### src/common/cryptPkg.sv
// shared definitions for the fetch decryption unit
// key stream sizes, checksum constants, round count
// APB register offsets and FSM states
// fetch request/response and key info structs

package cryptPkg;

    localparam int keyBytes = 20;                 // bytes in one key stream
    localparam int rawWidth = 160;                // raw key register width
    localparam int numRounds = 4;                 // feistel rounds per word

    localparam logic [7:0]  sumMask = 8'hCF;      // byte bits that trigger the xor
    localparam logic [11:0] sumXor  = 12'h065;    // xor applied to running sum

    // APB register map, byte offsets
    typedef enum logic [3:0] {
        regKeyData = 4'h0,                        // key byte strobe
        regExpSum  = 4'h4,                        // expected checksum
        regStatus  = 4'h8,                        // read only status
        regCtrl    = 4'hC                         // reload control
    } apbRegT;

    typedef enum logic [2:0] {
        sIdle,                                    // waiting for first key byte
        sLoad,                                    // key bytes arriving
        sCheck,                                   // compare checksum
        sReady,                                   // accepting fetches
        sBusy,                                    // word in flight
        sFault                                    // checksum mismatch, locked
    } cryptStateT;

    typedef struct packed {
        logic        valid;
        logic [23:0] addr;                        // word address
        logic [15:0] data;
    } fetchReqT;

    typedef struct packed {
        logic        valid;
        logic [15:0] data;
        logic        crypted;                     // low when address bypassed
    } fetchRspT;

    typedef struct packed {
        logic [63:0] key;                         // cipher key, byte k = round key k
        logic [15:0] addrLimit;                   // highest decrypted address page
        logic [11:0] sum;                         // running checksum
        logic [4:0]  count;                       // bytes loaded, saturating
        logic        ok;                          // full load and sum matches
    } keyInfoT;

endpackage

### src/keyload/keyLoad.sv
// key stream loader
// byte shift register with running checksum
// key and address limit extraction, ok flag

`timescale 1ns/1ps

module keyLoad import cryptPkg::*; (
    input  logic        clk,
    input  logic        rst,
    input  logic [7:0]  byteIn,
    input  logic        byteWe,
    input  logic        reload,
    input  logic [11:0] expSum,
    output keyInfoT     keyInfo
);

    logic                lastWe;              // strobe edge detect
    logic                strobe;
    logic [rawWidth-1:0] raw;
    logic [11:0]         sum;
    logic [4:0]          count;
    logic [11:0]         sumMix;              // sum after conditional xor
    logic [63:0]         key;
    logic [15:0]         addrLimit;
    logic                sumOk;

    assign strobe = byteWe && !lastWe;        // one shift per write strobe
    assign sumMix = ((byteIn & sumMask) != 8'd0) ? (sum ^ sumXor) : sum;

    always_ff @(posedge clk or posedge rst) begin
        if (rst) begin
            lastWe <= 1'b0;
            raw    <= '0;
            sum    <= 12'd0;
            count  <= 5'd0;
        end else begin
            lastWe <= byteWe;
            if (reload) begin                 // host restarts the stream
                raw   <= '0;
                sum   <= 12'd0;
                count <= 5'd0;
            end else if (strobe) begin
                raw <= {byteIn, raw[rawWidth-1:8]};   // new byte on top
                sum <= sumMix + {4'd0, byteIn};       // wraps at 4096
                if (count != 5'(keyBytes))
                    count <= count + 5'd1;            // saturate at full stream
            end
        end
    end

    // last byte written becomes key byte 0
    always_comb begin
        for (int k = 0; k < 8; k++) begin
            key[8*k +: 8] = raw[8*(keyBytes-1-k) +: 8];
        end
    end

    // first stream byte is the high half of the limit
    assign addrLimit = {raw[7:0], raw[15:8]};
    assign sumOk     = (count == 5'(keyBytes)) && (sum == expSum);

    assign keyInfo = '{
        key:       key,
        addrLimit: addrLimit,
        sum:       sum,
        count:     count,
        ok:        sumOk
    };

    // byte counter saturates and never runs past a full stream
    countBound: assert property (
        @(posedge clk) disable iff (rst)
        (count == 5'(keyBytes)) |=> (count == 5'(keyBytes)) || $past(reload)
    ) else $error("keyLoad count left full stream without reload: %0d", count);

endmodule

### src/hdl/apbRegs.sv
// APB3 slave for the decryption unit
// key byte strobe, expected checksum, reload control
// status word with loader and FSM state

`timescale 1ns/1ps

module apbRegs import cryptPkg::*; (
    input  logic        clk,
    input  logic        rst,
    input  logic        psel,
    input  logic        penable,
    input  logic        pwrite,
    input  logic [3:0]  paddr,
    input  logic [31:0] pwdata,
    output logic [31:0] prdata,
    output logic        pready,
    output logic        pslverr,
    output logic [7:0]  byteIn,
    output logic        byteWe,
    output logic        reload,
    output logic [11:0] expSum,
    input  keyInfoT     keyInfo,
    input  cryptStateT  state
);

    logic        access;                      // access phase of a transfer
    logic        expWe;
    logic        fsmReady;
    logic        fsmFault;
    logic [31:0] status;

    assign access   = psel && penable;
    assign pready   = 1'b1;                   // no wait states
    assign byteIn   = pwdata[7:0];            // only the low byte is loaded
    assign fsmReady = (state == sReady);
    assign fsmFault = (state == sFault);

    // sum 11:0, count 20:16, ok 24, ready 25, fault 26
    assign status = {5'd0, fsmFault, fsmReady, keyInfo.ok, 3'd0,
                     keyInfo.count, 4'd0, keyInfo.sum};

    always_comb begin
        prdata  = 32'd0;
        pslverr = 1'b0;
        byteWe  = 1'b0;
        reload  = 1'b0;
        expWe   = 1'b0;
        case (apbRegT'(paddr))
            regKeyData: byteWe = access && pwrite;
            regExpSum: begin
                expWe  = access && pwrite;
                prdata = {20'd0, expSum};
            end
            regStatus: begin
                prdata  = status;
                pslverr = access && pwrite;   // status is read only
            end
            regCtrl:    reload = access && pwrite && pwdata[0];
            default:    pslverr = access;     // unmapped offset
        endcase
    end

    always_ff @(posedge clk or posedge rst) begin
        if (rst) begin
            expSum <= 12'd0;
        end else if (expWe) begin
            expSum <= pwdata[11:0];
        end
    end

endmodule

### src/hdl/cryptFsm.sv
// decryption unit sequencer
// load, checksum check, ready, busy and fault states
// capture and round counter start for accepted fetches

`timescale 1ns/1ps

module cryptFsm import cryptPkg::*; (
    input  logic       clk,
    input  logic       rst,
    input  keyInfoT    keyInfo,
    input  logic       byteWe,
    input  logic       reload,
    input  logic       reqValid,
    input  logic       lastRound,
    output logic       start,
    output logic       capture,
    output logic       fetchReady,
    output cryptStateT state
);

    cryptStateT stateNext;
    logic       startQ;                       // rounds begin after capture cycle

    assign fetchReady = (state == sReady);
    assign capture    = fetchReady && reqValid;   // requests ignored unless ready
    assign start      = startQ;

    always_comb begin
        stateNext = state;
        case (state)
            sIdle:   if (byteWe) stateNext = sLoad;
            sLoad:   if (keyInfo.count == 5'(keyBytes)) stateNext = sCheck;
            sCheck:  stateNext = keyInfo.ok ? sReady : sFault;
            sReady:  if (capture) stateNext = sBusy;
            sBusy:   if (lastRound) stateNext = sReady;
            sFault:  stateNext = sFault;      // stays until reload
            default: stateNext = sIdle;
        endcase
        // a word in flight always finishes before a reload takes hold
        if (reload && state != sBusy)
            stateNext = sIdle;
    end

    always_ff @(posedge clk or posedge rst) begin
        if (rst) begin
            state  <= sIdle;
            startQ <= 1'b0;
        end else begin
            state  <= stateNext;
            startQ <= capture;
        end
    end

    // busy ends on the counter's last round, one capture cycle plus four rounds on
    busyExit: assert property (
        @(posedge clk) disable iff (rst)
        capture |-> ##5 (state == sBusy && lastRound)
    ) else $error("cryptFsm busy window did not end on lastRound after four rounds");

endmodule

### src/hdl/roundCounter.sv
// feistel round counter
// counts rounds 0..3 after start, flags the last one

`timescale 1ns/1ps

module roundCounter import cryptPkg::*; (
    input  logic       clk,
    input  logic       rst,
    input  logic       start,
    output logic       lastRound,
    output logic [1:0] round
);

    logic active;                             // rounds in progress

    assign lastRound = active && (round == 2'(numRounds - 1));

    always_ff @(posedge clk or posedge rst) begin
        if (rst) begin
            active <= 1'b0;
            round  <= 2'd0;
        end else if (start) begin
            active <= 1'b1;
            round  <= 2'd0;
        end else if (active) begin
            active <= !lastRound;             // idle after round 3
            round  <= lastRound ? 2'd0 : round + 2'd1;
        end
    end

endmodule

### src/cipher/feistelCore.sv
// iterative feistel datapath for 16-bit program words
// one round per cycle, key bytes picked by round index
// address range bypass and registered response

`timescale 1ns/1ps

module feistelCore import cryptPkg::*; (
    input  logic        clk,
    input  logic        rst,
    input  logic        capture,
    input  fetchReqT    req,
    input  logic [63:0] key,
    input  logic [15:0] addrLimit,
    input  logic [1:0]  round,
    input  logic        lastRound,
    output fetchRspT    rsp
);

    logic [7:0]  left;                        // high byte half
    logic [7:0]  right;                       // low byte half
    logic [7:0]  addrByte;                    // tweak from low address byte
    logic        bypass;                      // above limit, pass through
    logic        primed;                      // capture cycle marker
    logic        active;                      // rounds running
    logic [7:0]  keyA;
    logic [7:0]  keyB;
    logic [7:0]  mixIn;
    logic [7:0]  fOut;
    logic        rspValid;
    logic [15:0] rspData;
    logic        rspCrypted;

    // round i uses key bytes 2i and 2i+1
    assign keyA  = key[{round, 4'd0} +: 8];
    assign keyB  = key[{round, 4'd8} +: 8];
    assign mixIn = right ^ keyA;
    assign fOut  = ({mixIn[6:0], mixIn[7]} + keyB) ^ addrByte;   // rotl1, add, tweak

    always_ff @(posedge clk or posedge rst) begin
        if (rst) begin
            primed   <= 1'b0;
            active   <= 1'b0;
            rspValid <= 1'b0;
        end else begin
            primed   <= capture;
            if (primed)
                active <= 1'b1;
            else if (lastRound)
                active <= 1'b0;
            rspValid <= active && lastRound;  // single cycle pulse
        end
    end

    always_ff @(posedge clk) begin
        if (capture) begin
            left     <= req.data[15:8];
            right    <= req.data[7:0];
            addrByte <= req.addr[7:0];
            bypass   <= (req.addr[23:8] > addrLimit);
        end else if (active && !bypass) begin
            left  <= right;
            right <= left ^ fOut;
        end
        if (active && lastRound) begin
            // final swap folded in, left ends up on top
            rspData    <= bypass ? {left, right} : {right, left ^ fOut};
            rspCrypted <= !bypass;
        end
    end

    assign rsp = '{valid: rspValid, data: rspData, crypted: rspCrypted};

    // response is a pulse, never held
    rspPulse: assert property (
        @(posedge clk) disable iff (rst)
        rspValid |=> !rspValid
    ) else $error("feistelCore response valid held for two cycles");

    // counter and datapath stay in step
    roundSync: assert property (
        @(posedge clk) disable iff (rst)
        lastRound |-> active
    ) else $error("feistelCore saw lastRound while idle");

endmodule

### src/hdl/cryptTop.sv
// top level of the fetch decryption unit
// APB registers, key loader, FSM, round counter, feistel core

`timescale 1ns/1ps

module cryptTop import cryptPkg::*; (
    input  logic        clk,
    input  logic        rst,
    input  logic        psel,
    input  logic        penable,
    input  logic        pwrite,
    input  logic [3:0]  paddr,
    input  logic [31:0] pwdata,
    output logic [31:0] prdata,
    output logic        pready,
    output logic        pslverr,
    input  fetchReqT    fetchReq,
    output fetchRspT    fetchRsp,
    output logic        fetchReady
);

    logic [7:0]  byteIn;
    logic        byteWe;
    logic        reload;
    logic [11:0] expSum;
    keyInfoT     keyInfo;
    cryptStateT  state;
    logic        start;
    logic        capture;
    logic        lastRound;
    logic [1:0]  round;

    apbRegs uApb (
        .clk, .rst, .psel, .penable, .pwrite, .paddr, .pwdata,
        .prdata, .pready, .pslverr,
        .byteIn, .byteWe, .reload, .expSum, .keyInfo, .state
    );

    keyLoad uKey (
        .clk, .rst, .byteIn, .byteWe, .reload, .expSum, .keyInfo
    );

    cryptFsm uFsm (
        .clk, .rst, .keyInfo, .byteWe, .reload,
        .reqValid (fetchReq.valid),
        .lastRound, .start, .capture, .fetchReady, .state
    );

    roundCounter uRound (
        .clk, .rst, .start, .lastRound, .round
    );

    feistelCore uCore (
        .clk, .rst, .capture,
        .req       (fetchReq),
        .key       (keyInfo.key),
        .addrLimit (keyInfo.addrLimit),
        .round, .lastRound,
        .rsp       (fetchRsp)
    );

    // counter only moves while a word is in flight
    countInBusy: assert property (
        @(posedge clk) disable iff (rst)
        (round != 2'd0 || lastRound) |-> (state == sBusy)
    ) else $error("round counter active in state %s", state.name());

endmodule

### config.mk
export PLATFORM = sky130hd
export DESIGN_NAME = cryptTop
export DESIGN_NICKNAME = d
export VERILOG_FILES = /design/src/common/cryptPkg.sv /design/src/keyload/keyLoad.sv /design/src/hdl/apbRegs.sv /design/src/hdl/cryptFsm.sv /design/src/hdl/roundCounter.sv /design/src/cipher/feistelCore.sv /design/src/hdl/cryptTop.sv
export SDC_FILE = /design/constraint.sdc
export NUM_CORES = 1
export LEC_CHECK = 0
export ABC_AREA = 1
export BUFFER_PORTS_ARGS = -buffer_cell sky130_fd_sc_hd__buf_2
export CORE_MARGIN = 2
export CORE_UTILIZATION = 24
export CTS_BUF_LIST = sky130_fd_sc_hd__clkbuf_8 sky130_fd_sc_hd__clkbuf_16
export DETAILED_ROUTE_END_ITERATION = 12
export GPL_ROUTABILITY_DRIVEN = 0
export GPL_TIMING_DRIVEN = 0
export MAX_ROUTING_LAYER = met4
export PLACE_DENSITY = 0.46
export RECOVER_POWER = 50
export SLEW_MARGIN = 25
export SYNTH_ARGS = -nofsm -noshare
export SYNTH_HDL_FRONTEND = slang
export SYNTH_HIERARCHICAL = 1
export SYNTH_SLANG_ARGS = --single-unit
### constraint.sdc
create_clock -name clk -period 7.6 [get_ports clk]
set_input_delay 0.76 -clock clk [delete_from_list [all_inputs] [get_ports clk]]
set_output_delay 0.76 -clock clk [all_outputs]
set_load 0.01 [all_outputs]
==> results.yml <==
logic_synthesis:
  avgSynthCellArea_um2: 8.97
  ys.flop_type: "dfrtp_1"
  synth_area_um2: 12600
  async_flop_share_pct: 82.6
  syn_inst: 1402
  ys_seq_area_share_pct: 49.8
  synth_edf_count: 42
  synth_seq_cells: 242
  ys_types: 48
  yosysWarnings: 6
run_status:
  violations: "capacitance limit, slew limit"
  outcome: "finished with violations"
clocking:
  cts_root_buf: "clkbuf_16"
  ctsResizeCount: 0
  hold_buffers: 0
  cts_tree: "done"
  insertion_delay_ns: 0.55
  numCtsBuffers: 29
  clk_path_buf_depth: 3
  cts.sinks: 242
  clkTransAtPathRegs_ns: 0.06
  postCtsSetupRepairBufs: 0
  htree_levels: 1
power_and_ir_drop:
  pwr-share-seq_pct: 35.5
  p_sw_share_pct: 35.4
  power_mw: 5.37
  intPower_mw: 3.47
  p_comb_share_pct: 38.2
  p_leak_nw: 7.48
  ir_drop_uv: 161
  power_density_nw_per_um2: 359
  p_clk_share_pct: 26.4
  net-switching-power_mw: 1.90
layout:
  fin_nets: 1667
  mostFrequentLayoutCells: "254 x inv_1, 217 x nand2_1, 200 x dfrtp_1"
  n_antenna_cell: 0
  syn2layout_area_growth_pct: 19.1
  final_common_cell: "inv_1"
  final_layout_size_suffix_gt1_share_pct: 20.8
  fin_area_um2: 15000
route:
  detail-route-antenna-nets: 0
  dr.pass1.iters: 5
  wl_per_cell_um: 14.2
  routed_wl_um: 32100
  vias_per_cell: 4.21
  drtIter0Drc: 526
  drc_errors: 0
  vias: 9476
global_route:
  antenna_found_initial: 0
  grt_max_degree: 72
  grt_overflow: 0
  grt_pass1_vias: 9487
  grt_pass1_wl_um: 51200
  grt_usage_pct: 12.2
die:
  fp-row-count: 83
  coreArea_um2: 51500
  die_h_um: 233
  dieArea_um2: 54200
  die_x_um: 233
  start_util_pct: 24.4
  ios: 135
sta:
  period_share_pct: 45.7
  fmax_mhz: 288
  slew_headroom_pct: -24.6
  holdWs_ns: 0.235
  maxSlewViolCount: 38
  setup_viol: 0
  clock_skew_ns: 0.0109
  rsz0062_at_grt: "no"
  worstMarginPinSlew_ns: 1.86
  fin_crit_ns: 3.47
  finalHoldViolations: 0
setup_path:
  crit_family: "simple AND/OR/NAND/NOR gates"
  max_stage_delay_ns: 0.44
  crit_type: "flip-flop to output pin"
  cp_slowest_cell: "dfrtp_1"
  critPathRequiredTime_ns: 6.84
  crit_path_start_kind: "flip-flop"
  cp_num_buf_inv: 4
  cp_max_fo: 5
  arrival_ns: 2.71
  crit_path_end_kind: "output pin"
  path_cells: "inv_1 > ha_1 > nand4_1 > a221oi_1 > nand3_1 > nor4_1 > buf_4 > inv_1 > nor2_1 > buf_2"
  cp_common_cell: "inv_1"
  r2r_slack_ns: 4.66
placed_design:
  placed_area_um2: 14100
  dp_hpwl_um: 23700
  portBuffers: 101
worst_hold_path:
  worstHoldPathType: "input port to asynchronous set/reset pin"
flow_run:
  cap_violations: 1
## layer usage
metal,up-vias,share of wire [%],global-route usage [%]
met5,-,0,-
met4,0,1.7,2.83
met3,38,3.0,1.47
met2,130,47,19.5
met1,4554,48,16.4
li1,4754,-,-
## path summary, 6_finish.rpt
path / from / end / depth (start not counted)
worst min-delay path: rst / uCore/active / 2
max in group asynchronous: rst / uKey/raw[65] / 4
worst max register to register: uRound/round[1] / uCore/rspData[6] / 15
worst min register to register: uCore/primed / uCore/active / 1
min in group clk: fetchReq[22] / uCore/addrByte[6] / 1
worst max-delay path: uKey/count[0] / prdata[24] / 10
## power groups by stage
stage	Combinational, mW	Sequential [mW]	Clock, mW
detailed placement	2.08	1.93	0
global route	2.33	1.95	1.52
global placement	2.04	1.93	0
floorplan	1.62	1.87	0
finish	2.05	1.91	1.42
CTS	2.09	1.91	1.46
## state kept, by name, indices dropped and copies added, names as in the netlist, 2 cells and up
signal	cells
uApb/expSum	12
uCore/addrByte	8
uCore/left	8
uCore/right	8
uCore/rspData	16
uFsm/state	3
uKey/count	5
uKey/raw	160
uKey/sum	12
uRound/round	2
## synth_stat cells (all sizes together), types with 2 or more instances
library cell  instances  area, um2
edfxtp               42       1260
a21o                  2       16.3
inv                 256        961
buf                 143       1080
o21ai                84        424
o22ai               163       1050
o21bai                4       30.0
o31ai                 2       15.0
clkbuf               20       76.3
or2                   3       18.8
xor2                 19        166
dfrtp               200       5000
nand2               229        915
fa                    2       40.0
a21oi                29        153
nand3                55        305
nand4                 5       31.3
nor2                 78        365
nor3                  6       35.0
a221oi                2       17.5
ha                   33        413
conb                  2       7.51
clkinv                2       7.51
nor4                  2       12.5
xnor2                12        105
## kinds of logic (layout without fill, tap and decap cells)
group                      Yosys count  after routing  share of synthesized area (%)
DFF                                242            242                           49.8
xor gates and xnor gates            31             31                           2.16
other                                2             13                         0.0597
adders and majority gates           35             35                           3.60
AOI/OAI and AO/OA                  291            291                           13.9
buffers and inverters              421            579                           16.9
and+or+nand+nor                    380            380                           13.5
## per-stage QoR
step | setup slack, ns | utilization [%] | setup TNS [ns] | std cells
floorplan | 2.01 | - | 0 | 1413
global placement | -0.487 | 27.1 | -84.19 | 2194
detailed placement | 4.25 | 27.3 | 0 | 2199
CTS | 3.99 | 29.2 | 0 | 2251
global route | 3.92 | 29.1 | 0 | 2251
finish | 4.13 | 29.1 | 0 | 2251
## worst reg2reg max path, stage by stage, from the launching register on
cell,delay [ns]
dfrtp_1,0.52
inv_2,0.20
buf_2,0.26
o21ai_0,0.20
o22ai_2,0.19
xor2_1,0.14
fa_1,0.45
nand3_1,0.10
nand2_1,0.09
nand2_1,0.07
nand2_1,0.08
a21o_1,0.16
nand2_1,0.05
nand2_1,0.07
nand2_1,0.07
nand2_1,0.07
## cell type report
| type | count | area [um2] |
|---|---|---|
| inverters | 258 | 970 |
| plain buffers | 163 | 1150 |
| fillers | 5599 | 36500 |
| repair buffers | 106 | 557 |
| flip-flops and latches | 242 | 6270 |
| well taps | 680 | 851 |
| clock inverters | 13 | 115 |
| clock buffers | 39 | 875 |
| multi-input cells | 750 | 4200 |
(Power assumes the default switching activity.)
